[config.mk]
export PLATFORM = sky130hd
export DESIGN_NAME = kbd_digit_top
export DESIGN_NICKNAME = d
export VERILOG_FILES = /design/src/verilog/ps2_kbd_pkg.sv /design/src/verilog/ps2_rx.sv /design/src/verilog/key_decoder.sv /design/src/verilog/digit_entry.sv /design/src/verilog/seven_seg_scan.sv /design/src/verilog/kbd_digit_top.sv
export SDC_FILE = /design/constraint.sdc
export NUM_CORES = 1
export LEC_CHECK = 0
export BUFFER_PORTS_ARGS = -buffer_cell sky130_fd_sc_hd__buf_2
export CORE_ASPECT_RATIO = 0.7
export CORE_MARGIN = 5
export CORE_UTILIZATION = 35
export DETAILED_ROUTE_END_ITERATION = 10
export GPL_TIMING_DRIVEN = 0
export PLACE_DENSITY = 0.51
export SETUP_SLACK_MARGIN = 0.4
export SLEW_MARGIN = 20
export SYNTH_ARGS = -nofsm -noshare
export SYNTH_HDL_FRONTEND = slang
export SYNTH_SLANG_ARGS = --single-unit
[constraint.sdc]
create_clock -name clk -period 16.5 [get_ports clk]
set_clock_uncertainty 0.15 [all_clocks]
set_input_delay 0.825 -clock clk [delete_from_list [all_inputs] [get_ports clk]]
set_output_delay 0.825 -clock clk [all_outputs]
set_load 0.02 [all_outputs]
[src/verilog/ps2_kbd_pkg.sv]
package ps2_kbd_pkg;

    // a key code is read as one map index or as ext flag plus scan byte
    typedef union packed {
        logic [8:0] raw;                        // index into key map
        struct packed {
            logic       ext;                    // came after E0
            logic [7:0] scan;                   // scan byte itself
        } fields;
    } key_code_u;

    localparam logic [7:0] SCAN_EXT   = 8'hE0;  // extended prefix
    localparam logic [7:0] SCAN_BREAK = 8'hF0;  // release prefix

    localparam logic [8:0] LEFT_SHIFT_CODE  = 9'h012;
    localparam logic [8:0] RIGHT_SHIFT_CODE = 9'h059;

    // 0..9 main row, 10..19 keypad; entry i and i+10 give the same digit
    localparam logic [8:0] DIGIT_CODES [20] = '{
        9'h045, 9'h016, 9'h01E, 9'h026, 9'h025,
        9'h02E, 9'h036, 9'h03D, 9'h03E, 9'h046,
        9'h070, 9'h069, 9'h072, 9'h07A, 9'h06B,
        9'h073, 9'h074, 9'h06C, 9'h075, 9'h07D
    };

    localparam logic [3:0] BLANK_NIBBLE = 4'hF;     // empty position

    // active low, bit 0 is segment a, bit 6 is segment g
    localparam logic [6:0] SEG_PATTERNS [11] = '{
        7'h40,  // 0
        7'h79,  // 1
        7'h24,  // 2
        7'h30,  // 3
        7'h19,  // 4
        7'h12,  // 5
        7'h02,  // 6
        7'h78,  // 7
        7'h00,  // 8
        7'h10,  // 9
        7'h7F   // blank
    };

    localparam int FILTER_LEN    = 8;   // stable samples before a ps2 clock edge counts
    localparam int SCAN_DIV_BITS = 4;   // 16 cycles per digit

endpackage

[src/verilog/ps2_rx.sv]
`timescale 1ns/100ps

module ps2_rx import ps2_kbd_pkg::*; (
    input  logic       clk,
    input  logic       rst,
    input  logic       ps2_clk,
    input  logic       ps2_data,
    output logic [7:0] rx_byte,
    output logic       rx_valid
);

    logic [1:0]            clk_sync;    // two-flop synchronizers
    logic [1:0]            data_sync;
    logic [FILTER_LEN-1:0] clk_hist;    // recent synced clock samples
    logic                  clk_filt;    // debounced ps2 clock level
    logic                  clk_fall;    // one cycle on filtered falling edge
    logic [10:0]           frame;       // start, 8 data, parity, stop
    logic [3:0]            bit_cnt;
    logic                  frame_done;
    logic                  frame_good;

    always_ff @(posedge clk or posedge rst) begin
        if (rst) begin
            clk_sync  <= 2'b11;                 // lines idle high
            data_sync <= 2'b11;
        end else begin
            clk_sync  <= {clk_sync[0], ps2_clk};
            data_sync <= {data_sync[0], ps2_data};
        end
    end

    // the filtered level only flips once the history is unanimous
    always_ff @(posedge clk or posedge rst) begin
        if (rst) begin
            clk_hist <= '1;
            clk_filt <= 1'b1;
            clk_fall <= 1'b0;
        end else begin
            clk_hist <= {clk_hist[FILTER_LEN-2:0], clk_sync[1]};
            clk_fall <= 1'b0;
            if (clk_filt && clk_hist == '0) begin
                clk_filt <= 1'b0;
                clk_fall <= 1'b1;
            end else if (!clk_filt && clk_hist == '1) begin
                clk_filt <= 1'b1;
            end
        end
    end

    // bits arrive lsb first, so the start bit ends up in frame[0]
    always_ff @(posedge clk or posedge rst) begin
        if (rst) begin
            bit_cnt    <= 4'd0;
            frame_done <= 1'b0;
        end else begin
            frame_done <= 1'b0;
            if (clk_fall) begin
                if (bit_cnt == 4'd10) begin
                    bit_cnt    <= 4'd0;
                    frame_done <= 1'b1;     // eleventh bit in
                end else begin
                    bit_cnt <= bit_cnt + 4'd1;
                end
            end
        end
    end

    always_ff @(posedge clk) begin
        if (clk_fall)
            frame <= {data_sync[1], frame[10:1]};
    end

    // odd parity over data and parity bit together
    assign frame_good = !frame[0] && frame[10] && (^frame[9:1]);

    always_ff @(posedge clk or posedge rst) begin
        if (rst)
            rx_valid <= 1'b0;
        else
            rx_valid <= frame_done && frame_good;   // bad frames dropped silently
    end

    always_ff @(posedge clk) begin
        if (frame_done)
            rx_byte <= frame[8:1];
    end

endmodule

[src/verilog/key_decoder.sv]
`timescale 1ns/100ps

module key_decoder import ps2_kbd_pkg::*; (
    input  logic         clk,
    input  logic         rst,
    input  logic [7:0]   rx_byte,
    input  logic         rx_valid,
    output logic [511:0] key_down,
    output key_code_u    last_change,
    output logic         key_valid
);

    logic      ext_pend;    // E0 seen for the current key
    logic      brk_pend;    // F0 seen for the current key
    logic      is_prefix;
    logic      key_done;    // plain byte ends the sequence
    key_code_u code;

    assign is_prefix = (rx_byte == SCAN_EXT) || (rx_byte == SCAN_BREAK);
    assign key_done  = rx_valid && !is_prefix;

    always_comb begin
        code.fields.ext  = ext_pend;
        code.fields.scan = rx_byte;
    end

    // prefix flags collect until the scan byte arrives
    always_ff @(posedge clk or posedge rst) begin
        if (rst) begin
            ext_pend <= 1'b0;
            brk_pend <= 1'b0;
        end else if (rx_valid) begin
            if (rx_byte == SCAN_EXT) begin
                ext_pend <= 1'b1;
            end else if (rx_byte == SCAN_BREAK) begin
                brk_pend <= 1'b1;
            end else begin
                ext_pend <= 1'b0;
                brk_pend <= 1'b0;
            end
        end
    end

    always_ff @(posedge clk or posedge rst) begin
        if (rst) begin
            key_down  <= '0;
            key_valid <= 1'b0;
        end else begin
            key_valid <= key_done;
            if (key_done)
                key_down[code.raw] <= !brk_pend;  // make sets, break clears
        end
    end

    // code of the last completed make or break
    always_ff @(posedge clk) begin
        if (key_done)
            last_change <= code;
    end

endmodule

[src/verilog/digit_entry.sv]
`timescale 1ns/100ps

module digit_entry import ps2_kbd_pkg::*; (
    input  logic         clk,
    input  logic         rst,
    input  logic [511:0] key_down,
    input  key_code_u    last_change,
    input  logic         key_valid,
    output logic [15:0]  nums
);

    logic [3:0] key_num;        // digit for last_change, or blank
    logic       shift_down;
    logic       is_press;

    assign shift_down = key_down[LEFT_SHIFT_CODE] || key_down[RIGHT_SHIFT_CODE];

    // key map already reflects this event, so the bit tells make from break
    assign is_press = key_down[last_change.raw];

    // main row and keypad share digit values
    always_comb begin
        key_num = BLANK_NIBBLE;
        for (int i = 0; i < 20; i++) begin
            if (last_change.raw == DIGIT_CODES[i])
                key_num = 4'(i % 10);
        end
    end

    always_ff @(posedge clk or posedge rst) begin
        if (rst) begin
            nums <= {4{BLANK_NIBBLE}};      // all four positions blank
        end else if (key_valid && is_press && key_num != BLANK_NIBBLE) begin
            if (shift_down)
                nums <= {nums[11:0], key_num};  // enter at position 0
            else
                nums <= {key_num, nums[15:4]};  // enter at position 3
        end
    end

endmodule

[src/verilog/seven_seg_scan.sv]
`timescale 1ns/100ps

module seven_seg_scan import ps2_kbd_pkg::*; (
    input  logic        clk,
    input  logic        rst,
    input  logic [15:0] nums,
    output logic [3:0]  digit,
    output logic [6:0]  display
);

    logic [SCAN_DIV_BITS+1:0] scan_cnt;     // top two bits select position
    logic [1:0]               pos;
    logic [3:0]               nibble;
    logic [3:0]               seg_idx;

    always_ff @(posedge clk or posedge rst) begin
        if (rst)
            scan_cnt <= '0;
        else
            scan_cnt <= scan_cnt + 1'b1;
    end

    assign pos    = scan_cnt[SCAN_DIV_BITS+1:SCAN_DIV_BITS];
    assign nibble = nums[{pos, 2'b00} +: 4];

    // anything above 9 shows as blank
    assign seg_idx = (nibble > 4'd9) ? 4'd10 : nibble;

    // anode and segments move together
    always_ff @(posedge clk or posedge rst) begin
        if (rst) begin
            digit   <= 4'b1110;             // position 0
            display <= SEG_PATTERNS[10];
        end else begin
            digit   <= ~(4'b0001 << pos);   // one-cold anode
            display <= SEG_PATTERNS[seg_idx];
        end
    end

endmodule

[src/verilog/kbd_digit_top.sv]
`timescale 1ns/100ps

module kbd_digit_top import ps2_kbd_pkg::*; (
    input  logic       clk,
    input  logic       rst,
    input  logic       ps2_clk,
    input  logic       ps2_data,
    output logic [3:0] digit,
    output logic [6:0] display
);

    logic [7:0]   rx_byte;
    logic         rx_valid;
    logic [511:0] key_down;
    key_code_u    last_change;
    logic         key_valid;
    logic [15:0]  nums;

    ps2_rx ps2_rx_i (
        .clk      (clk),
        .rst      (rst),
        .ps2_clk  (ps2_clk),
        .ps2_data (ps2_data),
        .rx_byte  (rx_byte),
        .rx_valid (rx_valid)
    );

    key_decoder key_decoder_i (
        .clk         (clk),
        .rst         (rst),
        .rx_byte     (rx_byte),
        .rx_valid    (rx_valid),
        .key_down    (key_down),
        .last_change (last_change),
        .key_valid   (key_valid)
    );

    digit_entry digit_entry_i (
        .clk         (clk),
        .rst         (rst),
        .key_down    (key_down),
        .last_change (last_change),
        .key_valid   (key_valid),
        .nums        (nums)
    );

    seven_seg_scan seven_seg_scan_i (
        .clk     (clk),
        .rst     (rst),
        .nums    (nums),
        .digit   (digit),
        .display (display)
    );

endmodule

==> results of run 1 <==
-- synth_stat cells (6+ instances only) --
master      n
dfrtp_1   273
a21oi_1   271
a31oi_1   257
clkbuf_1  168
mux4_2     60
nor2_1     45
dfstp_2    39
mux2i_1    34
nand2_1    30
edfxtp_1   28
mux2_2     23
nand2b_1   17
o21ai_0    15
buf_2      13
inv_1      12
nand3_1    12
xnor2_1    11
mux2_4     10
nor3_1     10
nor4_1      8
a22oi_1     7
buf_4       7
nand3b_1    7
nor2b_1     7
ha_1        6
nand4_1     6
-- worst max-delay path: cells and delay by family (launching register included) --
family	cells	cell delay (ns)
AO/OA/AOI/OAI	4	0.91
buffers and inverters	4	1.60
flip-flops	1	0.38
multiplexers	2	0.85
-- metrics by stage --
stage | worst slack (ns) | utilization [%]
6_report | 12.50 | 40.43
5_1_grt | 12.45 | 40.43
4_1_cts | 12.62 | 40.43
3_5_place_dp | 12.63 | 37.60
3_3_place_gp | 3.023 | 37.38
2_1_floorplan | 6.960 | -
-- layer usage --
| layer | vias to the layer above | part of all wire (%) | global-route usage [%] | routed length, microns |
|---|---|---|---|---|
| met5 | - | 0.023 | 0 | 13 |
| met1 | 6762 | 47 | 34.71 | 26490 |
| met3 | 76 | 11 | 7.015 | 6439 |
| met4 | 2 | 1.8 | 4.512 | 1009 |
| li1 | 5600 | - | - | - |
| met2 | 701 | 40 | 29.31 | 22480 |
-- state kept, by name, summed over array words and instances (netlist names), 2 cells and up --
name,cells
ps2_rx_i.bit_cnt,4
seven_seg_scan_i.display,7
seven_seg_scan_i.digit,4
ps2_rx_i.data_sync,2
ps2_rx_i.rx_byte,8
digit_entry_i.nums,16
key_decoder_i.last_change,9
seven_seg_scan_i.scan_cnt,6
key_decoder_i.key_down,256
ps2_rx_i.frame,11
ps2_rx_i.clk_sync,2
ps2_rx_i.clk_hist,8
-- layout make-up --
cell class              count  area [sq um]  share of cell area, %
flip-flops and latches    340          8697                  47.57
multi-input cells         898          6574                  35.96
clock buffers              51          1091                  5.968
plain buffers             192         770.7                  4.216
well taps                 603         754.5                  4.127
clock inverters            16         188.9                  1.033
repair buffers             17         152.6                 0.8350
inverters                  12         52.55                 0.2875
-- cell usage in the layout, fill, tap and decap left out, drive strengths merged, types with 4 or more instances in the layout --
master	n
edfxtp	28
mux2i	34
nor3	10
nor4	8
a22oi	7
nand3	12
nor2b	7
nand4	6
buf	41
nand3b	7
or2	4
nor2	45
nand2b	17
xnor2	11
mux4	60
o31ai	5
mux2	33
dfstp	39
nor3b	4
nand2	30
bufinv	4
a21oi	271
clkbuf	219
ha	6
o21ai	15
dfrtp	273
a31oi	258
inv	15
clkinv	9
-- path summary, 6_finish.rpt --
| path | slack [ns] | cells past startpoint | end |
|---|---|---|---|
| min reg2reg | 0.21 | 0 | ps2_rx_i.clk_sync[1] |
| max in group asynchronous | 14.84 | 4 | key_decoder_i.key_down[142] |
| min | 0.14 | 2 | seven_seg_scan_i.scan_cnt[5] |
| max | 12.50 | 10 | digit_entry_i.nums[0] |
| max reg2reg | 12.50 | 10 | digit_entry_i.nums[0] |
| min in group clk | 0.21 | 0 | ps2_rx_i.clk_sync[1] |
-- kinds of logic after synthesis --
group / Yosys count / synth area share (%)
adders and majority gates: 6 / 0.4669
and+or+nand+nor: 167 / 5.408
AOI/OAI and AO/OA: 584 / 21.13
DFF: 340 / 54.09
buffers and inverters: 204 / 5.073
muxes: 127 / 13.07
xor gates and xnor gates: 14 / 0.7626
-- where the power goes --
| group | internal, W | switching, W | total [W] |
|---|---|---|---|
| combinational | 0.00000268 | 0.0000159 | 0.0000186 |
| sequential | 0.000846 | 0.00000116 | 0.000847 |
| clock | 0.000527 | 0.000364 | 0.000891 |
==> flow_summary.yaml, run 1 <==
status:
  status: "complete, no violations"
global_route:
  first_global_vias: 12670
  grt_pass1_wl_microns: 84270
  grt_start_max_net_pins: 98
  gr-total-overflow: 0
  antenna_found_initial: 1
  grt_use_total_pct: 21.98
worst_setup_path:
  path_cells: "buf_2 -> buf_2 -> buf_2 -> mux2i_1 -> o22a_1 -> a21oi_1 -> o221ai_1 -> a31oi_4 -> buf_6 -> mux2_4"
  cp.required_ns: 16.81
  path_class: "register to register"
  crit_top_cell: "buf_2"
  start_kind: "register"
  reg2reg_from: "key_decoder_i.last_change[2]"
  cp_slowest_cell: "mux2i_1"
  critPathLaunch: "key_decoder_i.last_change[2]"
  crit_fanout: 10
  cp-end-kind: "register"
  cp.arrival_ns: 4.31
  crit_path_max_incr_delay_ns: 0.55
cts:
  clock_tree.root_cell: "clkbuf_16"
  cts_buffer_depth: 3
  cts_inserted_buffers: 37
  cts.clk_slew.worst_paths_ns: 0.07
  clock_sinks: 340
  cts_tree: "yes"
  clock_latency_ns: 0.55
  cts_hold_buf: 0
  htree_levels: 2
  cts-resized-gates: 0
  postCtsSetupRepairBufs: 0
logic_synthesis:
  post-synth-top-area-fraction_pct: 42.49
  syn_avg_cell_area_sq_um: 11.15
  syn_inst: 1442
  synth_largest_area_cell: "dfrtp_1"
  synth.net_count: 1452
  ys_warn_count: 0
  synth_top_cells_by_area: "dfrtp_1, a31oi_1, a21oi_1"
  async_flop_share_pct: 91.76
  synth_seq_area_share_pct: 54.09
  synthFlopType: "dfrtp_1"
  synth-edff-count: 28
  synthesis.area_sq_mm: 0.01608
  yosysUniqueCellTypes: 63
  ys_seq_elements: 340
job:
  maxCapViolations: 0
floorplanning:
  io_pins: 15
  start_util_pct: 35.56
  dieHeight_microns: 189.3
  fp-row-count: 65
  die_w_microns: 266.2
  die-area_sq_mm: 0.05039
  core_area_sq_mm: 0.04522
route:
  viasPerCell: 6.172
  vias: 13140
  detail-route-antenna-nets: 0
  avgRoutedWirePerCell_microns: 26.51
  drc: 0
  wl_microns: 56440
  drtPass1Iterations: 6
  drt-initial-drc-count: 1686
cells_and_area:
  final_area_sq_mm: 0.01828
  n_fill_cell: 4460
  fin_cells: 2129
  area_growth_syn_to_layout_pct: 13.70
  diodes: 0
  drive_above_1_share_pct: 15.99
  final_nets: 1508
power_and_ir_drop:
  power_w: 0.001756
  power_density_mw_per_mm2: 96.06
  p_leak_nw: 7.502
  peakVddDrop_mv: 0.05839
placed_design:
  port_buffers: 14
  gp_congestion: 0.9168
  place_area_sq_mm: 0.01700
  dp_cells: 2062
  hpwl_microns: 38720
sta:
  tns_ns: 0
  finalCritPeriodShare_pct: 24.22
  fmax_mhz: 250.3
  hold_viol_final: 0
  fin_hold_ws_ns: 0.1408
  rsz0062_at_grt: "false"
  setup_viol: 0
  drv_slew: 0
  period_needed_ns: 3.996
  max_slew_margin_pct: 28.13
  worstMarginPinSlew_ns: 1.070
hold_path:
  hold_class: "input pin to asynchronous set/reset pin"
(Power assumes the default switching activity.)
==> inputs of run 2 (changes only) <==
Clock period 16.5 ns to 3.8 ns, I/O delays scaled along.
==> run 2 against run 1 <==
- die area stayed put
- via count is 0.36% higher
- register-to-register slack got worse by 12 ns
- clock power grew to 4.3 times the previous value
- final cell count grew 0.38%
- core utilization up 0.66 points
- final area grew 1.6%
- global-route usage is essentially flat
- wire length grew 0.10%
- fmax increased by 19%
==> flow_summary.yaml, run 2 (synthesis results as in run 1) <==
status:
  status: "complete, no violations"
floorplanning:
  io_pins: 15
  dieHeight_microns: 189.3
  die_w_microns: 266.2
  core_area_sq_mm: 0.04522
  die-area_sq_mm: 0.05039
  fp-row-count: 65
  start_util_pct: 35.56
worst_setup_path:
  path_class: "register to register"
  crit_fanout: 10
  start_kind: "register"
  cp.required_ns: 4.09
  cp.arrival_ns: 3.65
  cp-end-kind: "register"
route:
  avgRoutedWirePerCell_microns: 26.44
  vias: 13190
  drc: 0
  drt-initial-drc-count: 1588
  viasPerCell: 6.171
  drtPass1Iterations: 6
  detail-route-antenna-nets: 0
  wl_microns: 56490
power_and_ir_drop:
  peakVddDrop_mv: 0.3451
  intPower_w: 0.005998
  power_frac_clock_pct: 50.3
  swShare_pct: 21.01
  power_frac_comb_pct: 1.3
  p_leak_nw: 7.609
  p_sw_w: 0.001596
  p_seq_share_pct: 48.4
  power_density_mw_per_mm2: 408.7
sta:
  finalCritPeriodShare_pct: 88.37
  fmax_mhz: 297.8
  hold_viol_final: 0
  rsz0062_at_grt: "true"
  setup_viol: 0
  max_slew_margin_pct: 29.68
  period_needed_ns: 3.358
  worstMarginPinSlew_ns: 1.055
  drv_slew: 0
job:
  maxCapViolations: 0
cells_and_area:
  final_area_sq_mm: 0.01858
  layout_common_cells: "dfrtp_1, a21oi_1, a31oi_1"
  layout_commonest_cell: "dfrtp_1"
  final_nets: 1520
  postLayoutCoreUtil_pct: 41.09
  diodes: 0
  area_growth_syn_to_layout_pct: 15.56
  drive_above_1_share_pct: 17.21
  largest_register_ffs: 256
  top_regs: "key_decoder_i.key_down (256), digit_entry_i.nums (16), ps2_rx_i.frame (11)"
  regMostFlops: "key_decoder_i.key_down"
global_route:
  grt_pass1_wl_microns: 84250
  antenna_found_initial: 1
  gr-total-overflow: 0
  grt_use_total_pct: 21.97
  grt_start_max_net_pins: 33
  first_global_vias: 12830
cts:
  cts_inserted_buffers: 36
  htree_levels: 2
  cts_buffer_depth: 3
  clock_sinks: 340
  cts.clk_slew.worst_paths_ns: 0.06
  cts_tree: "yes"
  clock_latency_ns: 0.54
  clock_tree.root_cell: "clkbuf_16"
placed_design:
  gp_congestion: 0.9090
  port_buffers: 14
  hpwl_microns: 39400
  place_area_sq_mm: 0.01714
hold_path:
  hold_class: "input pin to asynchronous set/reset pin"
[run 2: worst max-delay path: stages (launching register included)]
cell	delay, ns
edfxtp_1	0.39
buf_2	0.36
clkbuf_2	0.47
mux4_2	0.42
o211ai_1	0.21
nand4_1	0.17
a311oi_2	0.44
a31oi_4	0.17
buf_6	0.19
mux2_4	0.30
[run 2: final timing paths]
check | startpoint | end | slack (ns) | depth (start not counted)
min in group clk | ps2_data | ps2_rx_i.data_sync[0] | 0.17 | 2
setup reg to reg | key_decoder_i.last_change[2] | digit_entry_i.nums[8] | 0.44 | 9
hold reg to reg | ps2_rx_i.clk_sync[1] | ps2_rx_i.clk_hist[0] | 0.20 | 0
max in group asynchronous | rst | key_decoder_i.key_down[71] | 2.22 | 7
setup / recovery | key_decoder_i.last_change[2] | digit_entry_i.nums[8] | 0.44 | 9
hold / removal | rst | key_decoder_i.key_down[225] | 0.12 | 3
[run 2: per-stage QoR]
| step | hold WS [ns] | setup WS, ns | instances | power (W) | setup TNS, ns |
|---|---|---|---|---|---|
| after floorplan | 0.04448 | -0.6631 | 1442 | 0.003794 | -181.02 |
| after global placement | 0.1472 | -2.745 | 2059 | 0.003818 | -784.44 |
| after detailed placement | 0.1247 | -0.08706 | 2070 | 0.003846 | -0.8212 |
| after CTS | 0.1303 | 0.3977 | 2137 | 0.007646 | 0 |
| after global routing | 0.1651 | 0.4001 | 2137 | 0.007813 | 0 |
| final | 0.1177 | 0.4419 | 2137 | 0.007593 | 0 |
[run 2: cell type report]
type / instances / area, sq um
sequential: 340 / 8697
buffer: 192 / 838.3
fill: 4396 / 26640
inverter: 12 / 48.80
timing repair buffer: 30 / 342.8
clock buffer: 54 / 1080
clock inverter: 8 / 165.2
tap: 603 / 754.5
multi-input combinational: 898 / 6654
[run 2: power groups by stage]
stage                     Combinational (W)  Clock (W)  Sequential [W]
after CTS                          0.000106    0.00386         0.00368
after detailed placement           0.000103          0         0.00374
after global placement            0.0000729          0         0.00375
after floorplan                   0.0000502          0         0.00374
final                              0.000101    0.00382         0.00368
after global routing               0.000117    0.00402         0.00367
[run 2: timing repair]
item                                    CTS  global route
buffers inserted                          2             0
endpoints found under the setup margin   22            17
hold buffers                              3             0
endpoints found under the hold margin    78             0
pin swaps                                 1             0
resized for setup                        23            19
[run 2: per-layer routing]
layer	share of wire, %	global-route usage, %	vias up	wire length [microns]
li1	-	-	5608	-
met1	46	34.15	6703	25790
met2	40	29.17	770	22340
met3	12	7.508	101	6963
met4	2.2	5.066	6	1268
met5	0.22	1.158	-	127
==> inputs of run 3 (changes only) <==
Settings changed: BUFFER_PORTS_ARGS -buffer_cell sky130_fd_sc_hd__buf_2 to -buffer_cell sky130_fd_sc_hd__buf_4.
==> run 3 against run 2 <==
- sequential power about the same
- combinational power about the same
- core utilization about the same
- non-clock buffer count unchanged
- critical path depth up 2
- via count down 0.66%
- wire length down 0.37%
- hold slack better by 0.019 ns
- sequential cell count unchanged
- sequential share of layout area up 0.054 points
==> flow_summary.yaml, run 3 (synthesis results as in run 1) <==
cells_and_area:
  fin_cells: 2135
  final_nets: 1520
  largest_register_ffs: 256
  n_fill_cell: 4432
  layout_commonest_cell: "dfrtp_1"
  seq_area_sq_mm: 0.008697
  diodes: 0
  drive_above_1_share_pct: 16.97
  multi_input_area_sq_mm: 0.006653
  top_regs: "key_decoder_i.key_down (256), digit_entry_i.nums (16), ps2_rx_i.frame (11)"
  regMostFlops: "key_decoder_i.key_down"
  area_growth_syn_to_layout_pct: 15.42
  layout_common_cells: "dfrtp_1, a21oi_1, a31oi_1"
  postLayoutCoreUtil_pct: 41.04
worst_setup_path:
  r2r_cells: 11
  crit_top_cell: "buf_6"
  cp.buffers_inverters: 4
  cp.required_ns: 4.10
  cp.arrival_ns: 3.63
  worstReg2RegEnd: "digit_entry_i.nums[4]"
  cp-end-kind: "register"
  crit_path_end: "digit_entry_i.nums[4]"
  reg2reg_from: "key_decoder_i.last_change[1]"
  cp_slowest_cell: "mux2i_1"
  r2r_setup_slack_ns: 0.47
  crit_fanout: 10
  critPathLaunch: "key_decoder_i.last_change[1]"
  path_class: "register to register"
  path_cells: "buf_6 -> buf_4 -> buf_6 -> mux2i_1 -> a2bb2oi_4 -> a22oi_1 -> a21oi_1 -> o221ai_2 -> a31oi_4 -> buf_6 -> mux2_4"
  critPathTopFamily: "buffers and inverters"
  crit_path_max_incr_delay_ns: 0.51
  cp.depth: 11
  start_kind: "register"
sta:
  rsz0062_at_grt: "false"
  hold_viol_final: 0
  drv_slew: 0
  max_slew_margin_pct: 29.62
  finalCritPeriodShare_pct: 87.71
  tns_ns: 0
  setup_viol: 0
  worstMarginPinSlew_ns: 1.056
  period_needed_ns: 3.333
  fmax_mhz: 300.0
placed_design:
  port_buffers: 14
  dp_cells: 2070
  hpwl_microns: 39470
  gp_congestion: 0.9058
cts:
  clock_sinks: 340
  cts_inserted_buffers: 36
  clock_latency_ns: 0.53
  cts.clk_slew.worst_paths_ns: 0.07
  cts_buffer_depth: 3
  cts_tree: "yes"
  htree_levels: 2
  clock_tree.root_cell: "clkbuf_16"
power_and_ir_drop:
  power_density_mw_per_mm2: 397.1
  power_w: 0.007369
  peakVddDrop_mv: 0.2529
  p_leak_nw: 7.594
status:
  status: "complete, no violations"
route:
  viasPerCell: 6.136
  drc: 0
  drt-initial-drc-count: 1672
  drtPass1Iterations: 7
  avgRoutedWirePerCell_microns: 26.36
  vias: 13100
  wl_microns: 56290
  detail-route-antenna-nets: 0
floorplanning:
  io_pins: 15
  dieHeight_microns: 189.3
  die-area_sq_mm: 0.05039
  start_util_pct: 35.56
  core_area_sq_mm: 0.04522
  die_w_microns: 266.2
  fp-row-count: 65
global_route:
  first_global_vias: 12960
  gr-total-overflow: 0
  grt_start_max_net_pins: 34
  antenna_found_initial: 1
  grt_pass1_wl_microns: 84700
  grt_use_total_pct: 22.08
job:
  maxCapViolations: 0
hold_path:
  hold_class: "input pin to asynchronous set/reset pin"
-- run 3: where the power goes --
part	total [W]	switching (W)	internal, W
Sequential	0.00368	0.00000485	0.00367
Clock	0.00359	0.00148	0.00211
Combinational	0.000102	0.0000723	0.0000292
Total	0.00737	0.00156	0.00581
-- run 3: worst min path at each step --
stage	startpoint	end	slack (ns)	cells after the start
6_report	rst	ps2_rx_i.clk_fall	0.14	3
5_1_grt	ps2_data	ps2_rx_i.data_sync[0]	0.18	2
4_1_cts	rst	ps2_rx_i.clk_fall	0.13	3
3_5_place_dp	rst	ps2_rx_i.clk_fall	0.14	2
3_3_place_gp	ps2_clk	ps2_rx_i.clk_sync[0]	0.15	1
2_1_floorplan	ps2_clk	ps2_rx_i.clk_sync[0]	0.04	0
-- run 3: stage by stage --
step,cell area [sq um],worst slack [ns],hold slack (ns)
5_1_grt,18560,0.3829,0.1820
4_1_cts,18470,0.4160,0.1342
3_5_place_dp,17180,-0.03592,0.1427
3_3_place_gp,16940,-2.734,0.1498
2_1_floorplan,16080,-0.6631,0.04448
6_report,18560,0.4669,0.1365
-- run 3: what timing repair did --
action                                  4_1_cts  5_1_grt
buffers inserted                              2        0
gates resized for setup                      19       26
endpoints found under the setup margin       16       22
endpoints found under the hold margin        47        0
pin swaps                                     1        1
hold buffers                                  3        0
-- run 3: worst register-to-register path: cells and delay by family (launching register included) --
| family | cells | cell delay [ns] |
|---|---|---|
| buffers and inverters | 4 | 0.98 |
| AOI/OAI and AO/OA | 5 | 0.91 |
| DFF | 1 | 0.38 |
| muxes | 2 | 0.82 |
-- run 3: layer usage --
| layer | up-vias | global-route usage, % | part of all wire, % |
|---|---|---|---|
| met4 | 4 | 5.304 | 2.4 |
| li1 | 5611 | - | - |
| met1 | 6694 | 34.24 | 46 |
| met2 | 680 | 29.42 | 40 |
| met5 | - | 1.158 | 0.15 |
| met3 | 112 | 7.366 | 12 |
-- run 3: layout make-up --
type | count | area share, %
Buffer | 192 | 4.584
Clock buffer | 53 | 5.852
Clock inverter | 7 | 0.4921
Inverter | 12 | 0.2629
Multi-Input combinational cell | 898 | 35.85
Sequential cell | 340 | 46.86
Tap cell | 603 | 4.065
Timing Repair Buffer | 30 | 2.036
